==> config.mk <==
export PLATFORM = sky130hd
export DESIGN_NAME = llc_lookup_top
export DESIGN_NICKNAME = d
export VERILOG_FILES = /design/src/source/llc_pkg.sv /design/src/source/llc_lookup_top.sv /design/src/source/llc_req_decode.sv /design/src/source/llc_set_array.sv /design/src/source/llc_update.sv /design/src/source/lookup_way.sv
export VERILOG_INCLUDE_DIRS = /design/src /design/src/source
export SDC_FILE = /design/constraint.sdc
export NUM_CORES = 1
export LEC_CHECK = 0
export BUFFER_PORTS_ARGS = -buffer_cell sky130_fd_sc_hd__buf_4
export CORE_MARGIN = 3
export CORE_UTILIZATION = 55
export DETAILED_ROUTE_END_ITERATION = 7
export GPL_ROUTABILITY_DRIVEN = 0
export PLACE_DENSITY = 0.72
export SYNTH_ARGS = -nofsm -noshare
export SYNTH_HDL_FRONTEND = slang
export SYNTH_HIERARCHICAL = 1
export SYNTH_SLANG_ARGS = --single-unit
==> constraint.sdc <==
create_clock -name clk -period 8.6 [get_ports clk]
set_input_delay 1.72 -clock clk [delete_from_list [all_inputs] [get_ports clk]]
set_output_delay 1.72 -clock clk [all_outputs]
set_load 0.02 [all_outputs]
==> src/source/llc_cfg.svh <==
`ifndef LLC_CFG_SVH
`define LLC_CFG_SVH

// cache geometry
`define LLC_WAYS 4
`define LLC_SETS 4
`define LLC_SET_BITS 2
`define LLC_TAG_BITS 6

// stored line states
`define LLC_STATE_INVALID 2'b00
`define LLC_STATE_VALID 2'b01
`define LLC_STATE_SD 2'b10

`endif

==> src/source/llc_pkg.sv <==
`include "llc_cfg.svh"

package llc_pkg;

    typedef logic [`LLC_TAG_BITS-1:0] llc_tag_t;
    typedef logic [`LLC_SET_BITS-1:0] llc_set_t;
    typedef logic [$clog2(`LLC_WAYS)-1:0] llc_way_t;
    typedef logic [1:0] llc_state_t;
    typedef logic [1:0] llc_op_t;
    // line address, tag above set
    typedef logic [`LLC_TAG_BITS+`LLC_SET_BITS-1:0] llc_addr_t;

    localparam llc_op_t LLC_OP_ACCESS = 2'd0;
    localparam llc_op_t LLC_OP_PIN = 2'd1;
    localparam llc_op_t LLC_OP_INVALIDATE = 2'd2;

    typedef struct packed {
        llc_op_t op;
        llc_addr_t addr;
    } llc_req_t;

    typedef struct packed {
        llc_op_t op;
        llc_set_t set;
        llc_tag_t tag;
    } llc_lookup_t;

    typedef struct packed {
        llc_way_t way;
        logic hit;
        logic evict;
        llc_tag_t victim_tag;
        llc_state_t victim_state;
    } llc_resp_t;

    typedef enum logic [1:0] {
        LLC_BUSY_IDLE,
        LLC_BUSY_LOOKUP,
        LLC_BUSY_UPDATE
    } llc_busy_t;

endpackage

==> src/source/llc_lookup_top.sv <==
`timescale 1ns/1ps
`include "llc_cfg.svh"

module llc_lookup_top (
    input logic clk,
    input logic rst,
    input logic req_valid,
    input llc_pkg::llc_req_t req,
    output logic busy,
    output logic resp_valid,
    output llc_pkg::llc_resp_t resp
);

    llc_pkg::llc_lookup_t lookup;
    llc_pkg::llc_set_t rd_set;
    logic lookup_en;
    logic upd_en;
    llc_pkg::llc_tag_t tags_buf [`LLC_WAYS];
    llc_pkg::llc_state_t states_buf [`LLC_WAYS];
    llc_pkg::llc_way_t evict_way_buf;
    llc_pkg::llc_way_t way;
    logic evict;
    logic wr_en;
    logic ptr_adv;
    llc_pkg::llc_set_t wr_set;
    llc_pkg::llc_way_t wr_way;
    llc_pkg::llc_tag_t wr_tag;
    llc_pkg::llc_state_t wr_state;

    llc_req_decode i_llc_req_decode (
        .clk(clk), .rst(rst), .req_valid(req_valid), .req(req),
        .lookup(lookup), .rd_set(rd_set),
        .lookup_en(lookup_en), .upd_en(upd_en), .busy(busy)
    );

    llc_set_array i_llc_set_array (
        .clk(clk), .rst(rst), .rd_set(rd_set),
        .tags_buf(tags_buf), .states_buf(states_buf), .evict_way_buf(evict_way_buf),
        .wr_en(wr_en), .ptr_adv(ptr_adv), .wr_set(wr_set), .wr_way(wr_way),
        .wr_tag(wr_tag), .wr_state(wr_state)
    );

    // way_next only matters inside the lookup stage
    lookup_way i_lookup_way (
        .clk(clk), .rst(rst), .tag(lookup.tag),
        .tags_buf(tags_buf), .states_buf(states_buf), .evict_way_buf(evict_way_buf),
        .lookup_en(lookup_en), .way(way), .way_next(), .evict(evict)
    );

    llc_update i_llc_update (
        .clk(clk), .rst(rst), .upd_en(upd_en), .lookup(lookup),
        .way(way), .evict(evict), .tags_buf(tags_buf), .states_buf(states_buf),
        .wr_en(wr_en), .ptr_adv(ptr_adv), .wr_set(wr_set), .wr_way(wr_way),
        .wr_tag(wr_tag), .wr_state(wr_state),
        .resp_valid(resp_valid), .resp(resp)
    );

endmodule

==> src/source/llc_req_decode.sv <==
`timescale 1ns/1ps
`include "llc_cfg.svh"

module llc_req_decode (
    input logic clk,
    input logic rst,
    input logic req_valid,
    input llc_pkg::llc_req_t req,
    output llc_pkg::llc_lookup_t lookup,
    output llc_pkg::llc_set_t rd_set,
    output logic lookup_en,
    output logic upd_en,
    output logic busy
);

    llc_pkg::llc_busy_t state;
    llc_pkg::llc_busy_t state_next;
    logic accept;

    // new request taken only when idle
    assign accept = req_valid && (state == llc_pkg::LLC_BUSY_IDLE);

    always_comb begin
        state_next = state;
        case (state)
            llc_pkg::LLC_BUSY_IDLE: begin
                if (accept) begin
                    state_next = llc_pkg::LLC_BUSY_LOOKUP;
                end
            end
            llc_pkg::LLC_BUSY_LOOKUP: begin
                state_next = llc_pkg::LLC_BUSY_UPDATE;
            end
            llc_pkg::LLC_BUSY_UPDATE: begin
                state_next = llc_pkg::LLC_BUSY_IDLE;
            end
            default: begin
                state_next = llc_pkg::LLC_BUSY_IDLE;
            end
        endcase
    end

    always_ff @(posedge clk or negedge rst) begin
        if (!rst) begin
            state <= llc_pkg::LLC_BUSY_IDLE;
        end else begin
            state <= state_next;
        end
    end

    // split line address into set and tag
    always_ff @(posedge clk) begin
        if (accept) begin
            lookup.op <= req.op;
            lookup.set <= req.addr[`LLC_SET_BITS-1:0];
            lookup.tag <= req.addr[`LLC_SET_BITS +: `LLC_TAG_BITS];
        end
    end

    assign rd_set = lookup.set;

    // one strobe per stage
    assign lookup_en = (state == llc_pkg::LLC_BUSY_LOOKUP);
    assign upd_en = (state == llc_pkg::LLC_BUSY_UPDATE);
    assign busy = (state != llc_pkg::LLC_BUSY_IDLE);

endmodule

==> src/source/llc_set_array.sv <==
`timescale 1ns/1ps
`include "llc_cfg.svh"

module llc_set_array (
    input logic clk,
    input logic rst,
    input llc_pkg::llc_set_t rd_set,
    output llc_pkg::llc_tag_t tags_buf [`LLC_WAYS],
    output llc_pkg::llc_state_t states_buf [`LLC_WAYS],
    output llc_pkg::llc_way_t evict_way_buf,
    input logic wr_en,
    input logic ptr_adv,
    input llc_pkg::llc_set_t wr_set,
    input llc_pkg::llc_way_t wr_way,
    input llc_pkg::llc_tag_t wr_tag,
    input llc_pkg::llc_state_t wr_state
);

    llc_pkg::llc_tag_t tags [`LLC_SETS][`LLC_WAYS];
    llc_pkg::llc_state_t states [`LLC_SETS][`LLC_WAYS];
    llc_pkg::llc_way_t evict_ptr [`LLC_SETS];
    llc_pkg::llc_way_t ptr_next;

    // combinational read of the whole set
    always_comb begin
        for (int w = 0; w < `LLC_WAYS; w++) begin
            tags_buf[w] = tags[rd_set][w];
            states_buf[w] = states[rd_set][w];
        end
    end

    assign evict_way_buf = evict_ptr[rd_set];

    // round robin wraps with the way width
    assign ptr_next = wr_way + llc_pkg::llc_way_t'(1);

    // line storage
    always_ff @(posedge clk or negedge rst) begin
        if (!rst) begin
            for (int s = 0; s < `LLC_SETS; s++) begin
                for (int w = 0; w < `LLC_WAYS; w++) begin
                    tags[s][w] <= '0;
                    states[s][w] <= `LLC_STATE_INVALID;
                end
            end
        end else if (wr_en) begin
            tags[wr_set][wr_way] <= wr_tag;
            states[wr_set][wr_way] <= wr_state;
        end
    end

    // eviction pointers, one per set
    always_ff @(posedge clk or negedge rst) begin
        if (!rst) begin
            for (int s = 0; s < `LLC_SETS; s++) begin
                evict_ptr[s] <= '0;
            end
        end else if (wr_en && ptr_adv) begin
            evict_ptr[wr_set] <= ptr_next;
        end
    end

endmodule

==> src/source/llc_update.sv <==
`timescale 1ns/1ps
`include "llc_cfg.svh"

module llc_update (
    input logic clk,
    input logic rst,
    input logic upd_en,
    input llc_pkg::llc_lookup_t lookup,
    input llc_pkg::llc_way_t way,
    input logic evict,
    input llc_pkg::llc_tag_t tags_buf [`LLC_WAYS],
    input llc_pkg::llc_state_t states_buf [`LLC_WAYS],
    output logic wr_en,
    output logic ptr_adv,
    output llc_pkg::llc_set_t wr_set,
    output llc_pkg::llc_way_t wr_way,
    output llc_pkg::llc_tag_t wr_tag,
    output llc_pkg::llc_state_t wr_state,
    output logic resp_valid,
    output llc_pkg::llc_resp_t resp
);

    llc_pkg::llc_tag_t cur_tag;
    llc_pkg::llc_state_t cur_state;
    logic hit;
    logic fill_op;
    logic inv_op;
    logic do_evict;

    // chosen line as it stands before the write
    assign cur_tag = tags_buf[way];
    assign cur_state = states_buf[way];
    assign hit = (cur_tag == lookup.tag) && (cur_state != `LLC_STATE_INVALID);

    assign fill_op = (lookup.op == llc_pkg::LLC_OP_ACCESS) ||
                     (lookup.op == llc_pkg::LLC_OP_PIN);
    assign inv_op = (lookup.op == llc_pkg::LLC_OP_INVALIDATE);

    // invalidate never evicts
    assign do_evict = evict && fill_op;

    always_comb begin
        wr_tag = lookup.tag;
        wr_state = cur_state;
        case (lookup.op)
            llc_pkg::LLC_OP_ACCESS: begin
                wr_state = hit ? cur_state : `LLC_STATE_VALID;
            end
            llc_pkg::LLC_OP_PIN: begin
                wr_state = `LLC_STATE_SD;
            end
            llc_pkg::LLC_OP_INVALIDATE: begin
                wr_tag = cur_tag;
                wr_state = `LLC_STATE_INVALID;
            end
            default: begin
                wr_tag = cur_tag;
            end
        endcase
    end

    assign wr_en = upd_en && (fill_op || (inv_op && hit));
    assign ptr_adv = upd_en && do_evict;
    assign wr_set = lookup.set;
    assign wr_way = way;

    always_ff @(posedge clk or negedge rst) begin
        if (!rst) begin
            resp_valid <= 1'b0;
        end else begin
            resp_valid <= upd_en;
        end
    end

    always_ff @(posedge clk) begin
        if (upd_en) begin
            resp.way <= way;
            resp.hit <= hit;
            resp.evict <= do_evict;
            resp.victim_tag <= do_evict ? cur_tag : '0;
            resp.victim_state <= do_evict ? cur_state : `LLC_STATE_INVALID;
        end
    end

endmodule

==> src/source/lookup_way.sv <==
`timescale 1ns/1ps
`include "llc_cfg.svh"

module lookup_way (
    input logic clk,
    input logic rst,
    input llc_pkg::llc_tag_t tag,
    input llc_pkg::llc_tag_t tags_buf [`LLC_WAYS],
    input llc_pkg::llc_state_t states_buf [`LLC_WAYS],
    input llc_pkg::llc_way_t evict_way_buf,
    input logic lookup_en,
    output llc_pkg::llc_way_t way,
    output llc_pkg::llc_way_t way_next,
    output logic evict
);

    // lowest set bit, zero when none
    function automatic llc_pkg::llc_way_t first_set(input logic [`LLC_WAYS-1:0] vec);
        llc_pkg::llc_way_t idx;
        idx = '0;
        for (int j = `LLC_WAYS - 1; j >= 0; j--) begin
            if (vec[j]) begin
                idx = llc_pkg::llc_way_t'(j);
            end
        end
        return idx;
    endfunction

    logic [`LLC_WAYS-1:0] hit_vec;
    logic [`LLC_WAYS-1:0] empty_vec;
    // indexed by offset from the eviction pointer
    logic [`LLC_WAYS-1:0] valid_rot;
    logic [`LLC_WAYS-1:0] not_sd_rot;
    llc_pkg::llc_way_t rot_way;
    llc_pkg::llc_way_t hit_way;
    llc_pkg::llc_way_t empty_way;
    llc_pkg::llc_way_t valid_way;
    llc_pkg::llc_way_t not_sd_way;
    logic evict_next;

    always_comb begin
        rot_way = evict_way_buf;
        for (int i = 0; i < `LLC_WAYS; i++) begin
            rot_way = llc_pkg::llc_way_t'(i) + evict_way_buf;
            hit_vec[i] = (tags_buf[i] == tag) && (states_buf[i] != `LLC_STATE_INVALID);
            empty_vec[i] = (states_buf[i] == `LLC_STATE_INVALID);
            valid_rot[i] = (states_buf[rot_way] == `LLC_STATE_VALID);
            not_sd_rot[i] = (states_buf[rot_way] != `LLC_STATE_SD);
        end
    end

    assign hit_way = first_set(hit_vec);
    assign empty_way = first_set(empty_vec);
    // back from scan offset to absolute way
    assign valid_way = evict_way_buf + first_set(valid_rot);
    assign not_sd_way = evict_way_buf + first_set(not_sd_rot);

    always_comb begin
        if (|hit_vec) begin
            way_next = hit_way;
            evict_next = 1'b0;
        end else if (|empty_vec) begin
            way_next = empty_way;
            evict_next = 1'b0;
        end else if (|valid_rot) begin
            way_next = valid_way;
            evict_next = 1'b1;
        end else if (|not_sd_rot) begin
            way_next = not_sd_way;
            evict_next = 1'b1;
        end else begin
            // everything pinned, take the pointer way
            way_next = evict_way_buf;
            evict_next = 1'b1;
        end
    end

    always_ff @(posedge clk or negedge rst) begin
        if (!rst) begin
            way <= '0;
            evict <= 1'b0;
        end else if (lookup_en) begin
            way <= way_next;
            evict <= evict_next;
        end
    end

endmodule

==> Word-level counts from Yosys, hierarchy flattened <==
Cells that the tools add are included.
{ "word_totals": {"register_bits": 164, "latch_bits": 0, "ram_bits": 0, "romBits": 0, "inputBits": 13, "output_inout_bits": 14, "elab_cells": 185, "n_memories": 0} }
{ "classes": {"n_addsub": 6, "mul": 0, "div_mod_pow": 0, "n_lt_le_gt_ge": 8, "n_eq_ne": 18, "shifts": 0, "mux": 67, "bitwise": 6, "reduce_logical": 32} }
{ "op_table": {"columns": ["cell", "n"], "rows": [
  ["96-bit bitwise mux", 1],
  ["2-bit 2-to-1 mux", 36],
  ["24-bit 2-to-1 mux", 3],
  ["24-bit binary-select mux with 2-bit select", 1],
  ["24-bit demux with 2-bit select", 1],
  ["32-bit bitwise mux", 1],
  ["6-bit == test", 5],
  ["2-bit binary-select mux with 2-bit select", 6],
  ["6-bit 2-to-1 mux", 4],
  ["8-bit 2-to-1 mux", 3],
  ["3-bit greater-or-equal comparator, second input constant", 6],
  ["2-bit NOT with 3-bit output", 6],
  ["8-bit binary-select mux with 2-bit select", 1],
  ["8-bit demux with 2-bit select", 1],
  ["4-bit OR reduction", 4],
  ["1-bit logical AND", 13],
  ["6-bit binary-select mux with 2-bit select", 1],
  ["6-bit demux with 2-bit select", 1],
  ["2-bit by 1-bit == test with 1-bit output, second input constant", 6],
  ["2-bit logical NOT", 6],
  ["2-bit nonzero test", 6],
  ["8-bit bitwise mux", 1],
  ["2-bit demux with 2-bit select", 2],
  ["2-bit != test, second input constant", 4],
  ["other kinds (12)", 18]
]} }

==> Logic depth before layout (Yosys ltp) <==
Gate-level depths: netlist (run 1).
{ "logic_depth": {"word_depth": 19, "mapped_depth": 15, "ltp_nobuf": 11} }

==> By module <==
Netlist (run 1), hierarchy kept.
{ "by_module_without_submodules": {"columns": ["module", "instances", "cells_per_inst", "area_per_inst_um2", "seq_area_each_um2"], "rows": [
  ["llc_set_array", 1, 358, 6299.8, 3403.3],
  ["lookup_way", 1, 113, 964.7, 75.1],
  ["llc_update", 1, 65, 930.9, 385.4],
  ["llc_req_decode", 1, 20, 405.4, 350.3]
]} }

==> Worst setup path before layout (run 1) <==
No wires, ideal clock.
{ "synth_timing": {"path_type": "reg-to-reg", "start": "register i_llc_req_decode/rd_set[0] (netlist name)", "end": "register i_llc_set_array/states[24] in the netlist's numbering", "setup_time_ns": 0.125, "t_arrival_ns": 3.418, "t_required_ns": 8.475, "slack_ns": 5.058, "stages_incl_launch_ff": 13, "path_buffers": 5, "synth_period_minus_slack_ns": 3.542, "path_cell_list": "edfxtp_1 -> buf_4 -> buf_2 -> buf_4 -> mux4_2 -> mux4_2 -> xnor2_2 -> nand4_2 -> o31ai_1 -> clkbuf_8 -> and4bb_2 -> buf_6 -> mux2_2"} }
{ "synth_lines": {"columns": ["item", "line", "rtl"], "rows": [
  ["end signal, assigned by index", "llc_set_array.sv:43", "states[s][w] <= `LLC_STATE_INVALID;"],
  ["end signal, assigned by index", "llc_set_array.sv:48", "states[wr_set][wr_way] <= wr_state;"],
  ["end, declared", "llc_set_array.sv:20", "llc_pkg::llc_state_t states [`LLC_SETS][`LLC_WAYS];"]
]} }

==> results of run 1 <==
## final cells by class
class,instances,share of cell area (%)
sequential,164,44.82
multi-input combinational,344,43.62
clock buffer,23,5.296
tap,211,2.808
timing repair buffer,31,2.515
clock inverter,9,0.7053
inverter,6,0.2395
## registers in the layout, indices dropped and copies added (netlist names)
register / count
i_llc_req_decode/lookup: 8
i_llc_req_decode/rd_set: 2
i_llc_req_decode/state: 2
i_llc_set_array/evict_ptr: 8
i_llc_set_array/states: 32
i_llc_set_array/tags: 96
i_llc_update/resp: 12
i_llc_update/resp_valid: 1
i_lookup_way/evict: 1
i_lookup_way/way: 2
## stage by stage
| stage | hold WS, ps | instance area (µm²) | total power [mW] |
|---|---|---|---|
| 4_1_cts | 500.8 | 9403 | 2.156 |
| 6_report | 500.8 | 9403 | 2.143 |
| 2_1_floorplan | 460.0 | 8579 | 1.305 |
| 3_3_place_gp | 481.7 | 8838 | 1.419 |
| 3_5_place_dp | 487.4 | 8838 | 1.439 |
| 5_1_grt | 514.3 | 9403 | 2.238 |
## per-layer routing
| layer | wire [µm] | global-route usage, % | up-vias | part of all wire [%] |
|---|---|---|---|---|
| li1 | - | - | 2118 | - |
| met1 | 8040 | 32.37 | 2552 | 44 |
| met3 | 854 | 4.756 | 28 | 4.7 |
| met2 | 8846 | 36.06 | 122 | 49 |
| met4 | 421 | 7.199 | 0 | 2.3 |
| met5 | 0 | 0 | - | 0 |
## worst max-delay path, stage by stage, from the launching register on
cell	delay, ps
edfxtp_1	320
buf_4	750
mux4_2	670
mux4_2	540
xnor2_2	170
nand4_2	230
o31ai_4	290
buf_4	400
and4bb_2	470
mux2_2	380
## where the power goes
part	switching (mW)	internal, mW	total, mW
clock	0.305	0.410	0.715
sequential	0.0748	0.886	0.961
combinational	0.250	0.218	0.467
total	0.630	1.51	2.14
## final timing paths
kind / start / to / depth (start not counted)
worst max register to register: i_llc_req_decode/rd_set[0]$_DFFE_PP_ / i_llc_set_array/states[26]$_DFFE_PN0P_ / 9
max in group asynchronous: rst / i_llc_set_array/tags[55]$_DFFE_PN0P_ / 2
worst min-delay path: i_llc_set_array/tags[65]$_DFFE_PN0P_ / i_llc_set_array/tags[65]$_DFFE_PN0P_ / 1
min in group asynchronous: rst / i_llc_set_array/tags[46]$_DFFE_PN0P_ / 1
worst min register to register: i_llc_set_array/tags[65]$_DFFE_PN0P_ / i_llc_set_array/tags[65]$_DFFE_PN0P_ / 1
worst max-delay path: i_llc_req_decode/rd_set[0]$_DFFE_PP_ / i_llc_set_array/states[26]$_DFFE_PN0P_ / 9
==> flow_metrics.env, run 1 <==
export IMPL_worst_pin_slew_ps=1111
export IMPL_cts_htree_levels=4
export IMPL_multi_input_area_um2=4101
export IMPL_vias=4820
export IMPL_nets=583
export IMPL_syn_to_final_growth_pct=9.596
export IMPL_core_area_um2=15260
export IMPL_cts_clk_slew_worst_paths_ps=60
export IMPL_post_cts_buffers=0
export IMPL_pre_cts_ws_ps=4197
export IMPL_slew_headroom_pct=25.91
export IMPL_dp_hpwl_um=12280
export IMPL_status="complete, no violations"
export IMPL_first_global_vias=5051
export IMPL_firstDrtPassIters=5
export IMPL_crit_arrival_ps=4720
export IMPL_postCtsResizedCells=0
export IMPL_ant_nets=0
export IMPL_syn_nets=571
export IMPL_grt_max_degree=91
export IMPL_grt_remaining_overflow=0
export IMPL_cts_made_buffers=17
export IMPL_clock_tree_buffer_depth=2
export IMPL_grt_pass1_wl_um=29320
export IMPL_postLayoutCoreUtil_pct=61.62
export IMPL_netlist_instances=552
export IMPL_clk_latency_ps=420
export IMPL_num_io_pins=27
export IMPL_ir_worst_vdd_v=0.0001523
export IMPL_slew_viol_final=0
export IMPL_hold_violations=0
export IMPL_min_period_ps=4409
export IMPL_cts_tree="built"
export IMPL_initial_core_util_pct=56.23
export IMPL_clock_skew_ps=7.415
export IMPL_grt_total_usage_pct=22.90
export IMPL_powerDensity_nw_per_um2=227.9
export IMPL_rsz0062_at_grt="no"
export IMPL_fin_crit_sh_pct=51.27
export IMPL_antenna_found_initial=0
export IMPL_die_w_um=130.9
export IMPL_port_buffers=26
export IMPL_cp_data_required_time_ps=8910
export IMPL_crit_type="reg -> reg"
export IMPL_core_rowCount=45
export IMPL_via_per_inst=6.117
export IMPL_dieArea_um2=17130
export IMPL_drcViolationCount=0
export IMPL_setup_slack_ps=4191
export IMPL_max_freq_mhz=226.8
export IMPL_dp_cells=756
export IMPL_worstSetupStartpointType="flop"
export IMPL_die_y_um=130.9
export IMPL_layout_drive_gt1_share_pct=48.01
export IMPL_clock_sinks=164
export IMPL_synth_area_um2=8579
export IMPL_drtIter0Drc=374
export IMPL_fillers=1101
export IMPL_rrSetupSlack_ps=4190
export IMPL_avgRoutedWirePerCell_um=23.05
export IMPL_maxCapViolCount=0
export IMPL_fin_cells=788
export IMPL_p_leak_nw=4.415
export IMPL_antennaDiodeCount=0
export IMPL_setup_viol=0
export IMPL_yosysWarningCount=6
export IMPL_mostFrequentLayoutCells="142 x dfrtp_1, 142 x mux2_2, 47 x mux4_2"
export IMPL_final_setup_tns_ps=0
export IMPL_syn_area_per_cell_um2=15.54
export IMPL_min_path_type="reg -> reg"
export IMPL_cp_end_kind="flop"
export IMPL_seqCellArea_um2=4214
export IMPL_root_buffer="clkbuf_16"
export IMPL_routed_wl_um=18160
export IMPL_crit_fanout=54
export IMPL_hold_buffers=0
No activity file was read; power rests on OpenSTA's default activity.
==> run 2, diff against run 1 <==
--- a/config.mk
+++ b/config.mk
@@ -6,6 +6,7 @@
 export SDC_FILE = /design/constraint.sdc
 export NUM_CORES = 1
 export LEC_CHECK = 0
+export ABC_AREA = 1
 export BUFFER_PORTS_ARGS = -buffer_cell sky130_fd_sc_hd__buf_4
 export CORE_MARGIN = 3
 export CORE_UTILIZATION = 55
==> constraint.sdc (replaced) <==
create_clock -name clk -period 4.2 [get_ports clk]
set_input_delay 0.84 -clock clk [delete_from_list [all_inputs] [get_ports clk]]
set_output_delay 0.84 -clock clk [all_outputs]
set_load 0.02 [all_outputs]
==> run 2 against run 1 <==
  * Synthesized cell count grew to 2.5 times the previous value
  * Sequential share of layout area is 4.6 points lower
  * Via count is 81% higher
  * Sequential power is 110% higher
  * Flip-flop and latch count stayed put
  * Worst hold slack worse by 33 ps
  * Critical path depth is 8 higher
  * Critical endpoint is now i_llc_set_array/tags[88]$_DFFE_PN0P_
  * Highest routed layer unchanged
==> flow_metrics.env, run 2 <==
export IMPL_status="complete, no violations"
export IMPL_crit_cells=17
export IMPL_hold_buffers=0
export IMPL_final_setup_tns_ps=0
export IMPL_mostFrequentLayoutCells="644 x nand2_1, 207 x nand3_1, 169 x inv_1"
export IMPL_firstDrtPassIters=6
export IMPL_synth_area_um2=9603
export IMPL_yosysMostFrequentCell="nand2_1"
export IMPL_cp_end_kind="flop"
export IMPL_cts_clk_slew_worst_paths_ps=70
export IMPL_dp_hpwl_um=17160
export IMPL_slew_headroom_pct=29.09
export IMPL_crit_top_cell="nand2_1"
export IMPL_syn_to_final_growth_pct=9.134
export IMPL_fin_crit_sh_pct=91.44
export IMPL_avgRoutedWirePerCell_um=16.03
export IMPL_grt_remaining_overflow=0
export IMPL_top_register="i_llc_set_array/tags"
export IMPL_initial_core_util_pct=57.10
export IMPL_postLayoutCoreUtil_pct=62.31
export IMPL_drtIter0Drc=913
export IMPL_min_path_type="reg -> reg"
export IMPL_routed_wl_um=26130
export IMPL_netlist_instances=1403
export IMPL_p_leak_nw=5.741
export IMPL_cts_made_buffers=17
export IMPL_die_w_um=138.1
export IMPL_top_regs="i_llc_set_array/tags x96, i_llc_set_array/states x32, i_llc_update/resp x12"
export IMPL_synth_commonest_cells="644 x nand2_1, 207 x nand3_1, 169 x inv_1, 142 x dfrtp_1, 40 x nor2_1"
export IMPL_num_io_pins=27
export IMPL_antennaDiodeCount=0
export IMPL_syn_area_per_cell_um2=6.845
export IMPL_ir_worst_vdd_v=0.0004191
export IMPL_finalPower_mw=5.126
export IMPL_grt_max_degree=100
export IMPL_hold_violations=0
export IMPL_postCtsResizedCells=0
export IMPL_nets=1416
export IMPL_slowest_delay_ps=630
export IMPL_clock_skew_ps=12.74
export IMPL_die_y_um=138.1
export IMPL_antenna_found_initial=0
export IMPL_synth_top_area_cell="dfrtp_1"
export IMPL_crit_fanout=28
export IMPL_whs_path_depth=2
export IMPL_via_per_inst=5.363
export IMPL_crit_type="reg -> reg"
export IMPL_cp_data_required_time_ps=4510
export IMPL_crit_arrival_ps=4150
export IMPL_rsz0062_at_grt="no"
export IMPL_port_buffers=26
export IMPL_drcViolationCount=0
export IMPL_reg2reg_depth=17
export IMPL_mostFrequentLayoutCell="nand2_1"
export IMPL_synth_top_area_share_pct=37.00
export IMPL_first_global_vias=8120
export IMPL_core_area_um2=16820
export IMPL_slowest_stage="clkinv_1"
export IMPL_layout_drive_gt1_share_pct=9.007
export IMPL_vias=8741
export IMPL_cp_buffers_inverters=2
export IMPL_clock_tree_buffer_depth=2
export IMPL_maxCapViolCount=0
export IMPL_worstSetupStartpointType="flop"
export IMPL_powerDensity_nw_per_um2=489.2
export IMPL_setup_viol=0
export IMPL_yosysWarningCount=6
export IMPL_clock_sinks=164
export IMPL_clk_latency_ps=430
export IMPL_cts_tree="built"
export IMPL_worst_pin_slew_ps=1062
export IMPL_ant_nets=0
export IMPL_core_rowCount=47
export IMPL_root_buffer="clkbuf_16"
export IMPL_ys_types=34
export IMPL_synthTopCellsByArea="dfrtp_1 37%, nand2_1 25%, nand3_1 11%"
export IMPL_critPathTopFamily="simple AND/OR/NAND/NOR gates"
export IMPL_post_cts_buffers=0
export IMPL_pre_cts_ws_ps=451.8
export IMPL_max_freq_mhz=260.4
export IMPL_syn_nets=1422
export IMPL_synth_edf_count=22
export IMPL_async_flop_share_pct=86.59
export IMPL_grt_pass1_wl_um=42770
export IMPL_min_period_ps=3841
export IMPL_dieArea_um2=19080
export IMPL_yosysSeqAreaShare_pct=43.88
export IMPL_yosys_register_bits=164
export IMPL_path_cells="clkinv_1 > nand3_1 > nand2_1 > nand2_1 > nand3_1 > nand2_1 > nand2_1 > nand2_1 > nand2_1 > nor2_4 > nand3_2 > a21oi_2 > nand2_1 > inv_2 > nand2_1 > nand2_1 > nand2_1"
export IMPL_synthFlopType="dfrtp_1"
export IMPL_grt_total_usage_pct=27.70
export IMPL_cts_htree_levels=4
export IMPL_largest_reg_flops=96
export IMPL_setup_slack_ps=359.4
export IMPL_slew_viol_final=0
-- run 2: cell types whose count changed in the layout (fill, tap and decap cells not counted), sizes merged, moves of 9 or more --
cell    delta
inv      +179
buf       +17
mux4      -50
and2       -9
nor2b      -9
nor2      +31
nand3    +209
mux2     -142
o21ai     +10
nand2    +660
nand4b    -10
-- run 2: final timing paths --
check                                                       start                                      to  slack, ps
setup / recovery             i_llc_req_decode/rd_set[1]$_DFFE_PP_    i_llc_set_array/tags[88]$_DFFE_PN0P_        360
min in group asynchronous                                     rst  i_llc_set_array/states[29]$_DFFE_PN0P_        500
hold reg to reg            i_llc_set_array/states[26]$_DFFE_PN0P_  i_llc_set_array/states[26]$_DFFE_PN0P_        470
setup reg to reg             i_llc_req_decode/rd_set[1]$_DFFE_PP_    i_llc_set_array/tags[88]$_DFFE_PN0P_        360
hold / removal             i_llc_set_array/states[26]$_DFFE_PN0P_  i_llc_set_array/states[26]$_DFFE_PN0P_        470
max in group asynchronous                                     rst    i_llc_set_array/tags[17]$_DFFE_PN0P_       2770
-- run 2: worst reg2reg max path, cell delays in order (launching register included) --
cell and delay, ps:
edfxtp_1 350, clkinv_1 630, nand3_1 370, nand2_1 200
nand2_1 120, nand3_1 130, nand2_1 150, nand2_1 60
nand2_1 50, nand2_1 80, nor2_4 150, nand3_2 100
a21oi_2 250, nand2_1 160, inv_2 390, nand2_1 330
nand2_1 140, nand2_1 60
-- run 2: final cells by class --
type	instances	area (µm²)
clock buffer	20	478.0
inverter	183	694.4
sequential	164	4214
clock inverter	12	131.4
tap	220	275.3
fill	1588	6339
multi-input combinational	983	4298
timing repair buffer	48	389.1
-- run 2: metrics by stage --
| stage | std cells | hold slack [ps] | area (µm²) |
|---|---|---|---|
| floorplan | 1403 | 441.9 | 9603 |
| global placement | 1598 | 452.8 | 9871 |
| detailed placement | 1598 | 458.1 | 9871 |
| CTS | 1630 | 474.4 | 10480 |
| global route | 1630 | 483.4 | 10480 |
| finish | 1630 | 468.2 | 10480 |
-- run 2: cell families after synthesis --
group / share of synthesized area [%]
buffers and inverters: 11.44
DFF: 43.88
AOI/OAI and AO/OA: 1.381
adders and majority gates: 0.7817
xor gates and xnor gates: 1.824
and+or+nand+nor: 40.69
-- run 2: per-layer routing --
metal  vias to the layer above  GRT usage [%]  wire length, µm
met3                        37          4.972             1614
li1                       4267              -                -
met1                      4146          38.26            11590
met4                         0          9.152              614
met5                         -              0                0
met2                       291          44.66            12310
-- run 2: power by group --
group	total, mW	internal (mW)	switching [mW]
clock network	1.62	0.908	0.713
logic	1.48	0.436	1.04
registers	2.03	1.86	0.167
==> run 3, diff against run 2 <==
--- a/config.mk
+++ b/config.mk
@@ -10,9 +10,10 @@
 export BUFFER_PORTS_ARGS = -buffer_cell sky130_fd_sc_hd__buf_4
 export CORE_MARGIN = 3
 export CORE_UTILIZATION = 55
+export CTS_CLUSTER_SIZE = 28
 export DETAILED_ROUTE_END_ITERATION = 7
 export GPL_ROUTABILITY_DRIVEN = 0
-export PLACE_DENSITY = 0.72
+export PLACE_DENSITY = 0.74
 export SYNTH_ARGS = -nofsm -noshare
 export SYNTH_HDL_FRONTEND = slang
 export SYNTH_HIERARCHICAL = 1
==> constraint.sdc (replaced) <==
create_clock -name clk -period 3.2 [get_ports clk]
set_input_delay 0.64 -clock clk [delete_from_list [all_inputs] [get_ports clk]]
set_output_delay 0.64 -clock clk [all_outputs]
set_load 0.02 [all_outputs]
==> run 3 against run 2 <==
  * Non-clock buffer count increased by 27
  * Via count increased by 1.2%
  * Sequential power grew 33%
  * Worst setup slack got worse by 150 ps
  * Wire length up 2.1%
  * Combinational power up 36%
  * Clock power up 20%
  * Register-to-register slack got worse by 150 ps
  * Worst hold slack lost 210 ps
  * Clock-buffer cell count grew 3
  * Clock skew shrank 3.6 ps
  * Critical path type unchanged
==> flow_metrics.env, run 3 (same netlist as run 2, synthesis figures left out) <==
export IMPL_crit_type="reg -> reg"
export IMPL_clock_tree_buffer_depth=2
export IMPL_ir_worst_vdd_v=0.0004395
export IMPL_min_path_type="in -> async"
export IMPL_antennaDiodeCount=0
export IMPL_grt_pass1_wl_um=43640
export IMPL_fin_cells=1657
export IMPL_clock_sinks=164
export IMPL_largest_reg_flops=96
export IMPL_p_leak_nw=5.895
export IMPL_initial_core_util_pct=57.10
export IMPL_cts_tree="built"
export IMPL_fin_hold_ws_ps=260.4
export IMPL_die_w_um=138.1
export IMPL_cts_clk_slew_worst_paths_ps=70
export IMPL_grt_max_degree=80
export IMPL_pre_cts_ws_ps=196.8
export IMPL_rrSetupSlack_ps=210
export IMPL_min_period_ps=2993
export IMPL_dp_hpwl_um=17400
export IMPL_powerDensity_nw_per_um2=616.0
export IMPL_final_area_um2=10800
export IMPL_drtIter0Drc=896
export IMPL_clk_latency_ps=430
export IMPL_worstSetupStartpointType="flop"
export IMPL_antenna_found_initial=0
export IMPL_core_rowCount=47
export IMPL_core_area_um2=16820
export IMPL_port_buffers=26
export IMPL_firstDrtPassIters=5
export IMPL_hold_violations=0
export IMPL_hold_buffers=0
export IMPL_cts_htree_levels=4
export IMPL_root_buffer="clkbuf_16"
export IMPL_maxCapViolCount=0
export IMPL_slew_viol_final=0
export IMPL_nets=1443
export IMPL_layout_drive_gt1_share_pct=11.41
export IMPL_crit_fanout=17
export IMPL_max_freq_mhz=334.1
export IMPL_reg2reg_depth=20
export IMPL_crit_arrival_ps=3310
export IMPL_avgRoutedWirePerCell_um=16.11
export IMPL_drcViolationCount=0
export IMPL_grt_remaining_overflow=0
export IMPL_top_register="i_llc_set_array/tags"
export IMPL_status="complete, no violations"
export IMPL_cp_data_required_time_ps=3520
export IMPL_syn_to_final_growth_pct=12.47
export IMPL_place_area_um2=10110
export IMPL_r2r_start="i_llc_req_decode/rd_set[0]$_DFFE_PP_"
export IMPL_fin_crit_sh_pct=93.52
export IMPL_top_regs="i_llc_set_array/tags x96, i_llc_set_array/states x32, i_llc_update/resp x12"
export IMPL_ant_nets=0
export IMPL_num_io_pins=27
export IMPL_mostFrequentLayoutCells="631 x nand2_1, 207 x nand3_1, 169 x inv_1"
export IMPL_slew_headroom_pct=42.28
export IMPL_timing_rr_end="i_llc_set_array/tags[13]$_DFFE_PN0P_"
export IMPL_clock_skew_ps=9.160
export IMPL_dp_cells=1620
export IMPL_die_y_um=138.1
export IMPL_grt_total_usage_pct=28.17
export IMPL_cp_end_kind="flop"
export IMPL_setup_slack_ps=207.3
export IMPL_mostFrequentLayoutCell="nand2_1"
export IMPL_setup_viol=0
export IMPL_worst_pin_slew_ps=862.6
export IMPL_dieArea_um2=19080
export IMPL_first_global_vias=8437
export IMPL_routed_wl_um=26690
export IMPL_vias=8848
export IMPL_finalPower_mw=6.653
export IMPL_cts_made_buffers=17
export IMPL_via_per_inst=5.340
-- run 3: area by class of cell --
class / count / area, µm²
Tap cell: 220 / 275.3
Multi-Input combinational cell: 983 / 4330
Clock buffer: 23 / 489.2
Clock inverter: 9 / 70.07
Fill cell: 1550 / 6018
Inverter: 183 / 699.4
Sequential cell: 164 / 4214
Timing Repair Buffer: 75 / 721.9
-- run 3: worst max path at each step --
| stage | startpoint | to | slack, ps | cells after the start |
|---|---|---|---|---|
| 2_1_floorplan | i_llc_req_decode/rd_set[1]$_DFFE_PP_ | i_lookup_way/way[1]$_DFFE_PN0P_ | 300 | 24 |
| 3_3_place_gp | i_llc_req_decode/rd_set[0]$_DFFE_PP_ | i_llc_set_array/tags[43]$_DFFE_PN0P_ | 290 | 21 |
| 3_5_place_dp | i_llc_req_decode/rd_set[0]$_DFFE_PP_ | i_llc_set_array/states[14]$_DFFE_PN0P_ | 200 | 20 |
| 4_1_cts | i_llc_req_decode/rd_set[0]$_DFFE_PP_ | i_llc_set_array/states[14]$_DFFE_PN0P_ | 170 | 20 |
| 5_1_grt | i_llc_req_decode/rd_set[0]$_DFFE_PP_ | i_llc_set_array/tags[14]$_DFFE_PN0P_ | -20 | 20 |
| 6_report | i_llc_req_decode/rd_set[0]$_DFFE_PP_ | i_llc_set_array/tags[13]$_DFFE_PN0P_ | 210 | 20 |
-- run 3: worst max-delay path: stages, from the launching register on --
cell and delay (ps):
edfxtp_1 480, inv_4 150, buf_12 170, nand2_1 70, nand3_1 90, nand2_1 120, nand2_1 100, nand3_1 120
nand2_1 140, nand2_1 60, nand2_1 50, nand2_1 80, nor2_4 140, nand3_2 90, a21oi_2 150, buf_4 150
nand2_1 130, inv_2 170, nand2_1 210, nand2_1 120, nand2_1 50
-- run 3: routing by layer --
metal  up-vias  GRT usage, %  wire length [µm]
met2       305         44.42             12230
met5         -             0                 0
met4         0         11.96              1052
li1       4328             -                 -
met3        62         6.146              2124
met1      4153         37.90             11290
-- run 3: through the flow --
step | setup TNS [ps] | utilization (%)
final | 0 | 64.22
after floorplan | 0 | -
after CTS | 0 | 63.44
after global routing | -98.33 | 64.22
after global placement | 0 | 60.12
after detailed placement | 0 | 60.12
-- run 3: timing repair --
item                                    CTS  global route
endpoints found under the setup margin    0            69
hold endpoints to repair                  0             0
setup buffers                             0             3
gates resized for setup                   0            20
-- run 3: report_power, final --
group / leakage, nW / switching (mW) / internal (mW)
clock: 0.267 / 0.866 / 1.09
combinational: 3.47 / 1.37 / 0.642
sequential: 2.16 / 0.240 / 2.45
total: 5.90 / 2.48 / 4.18
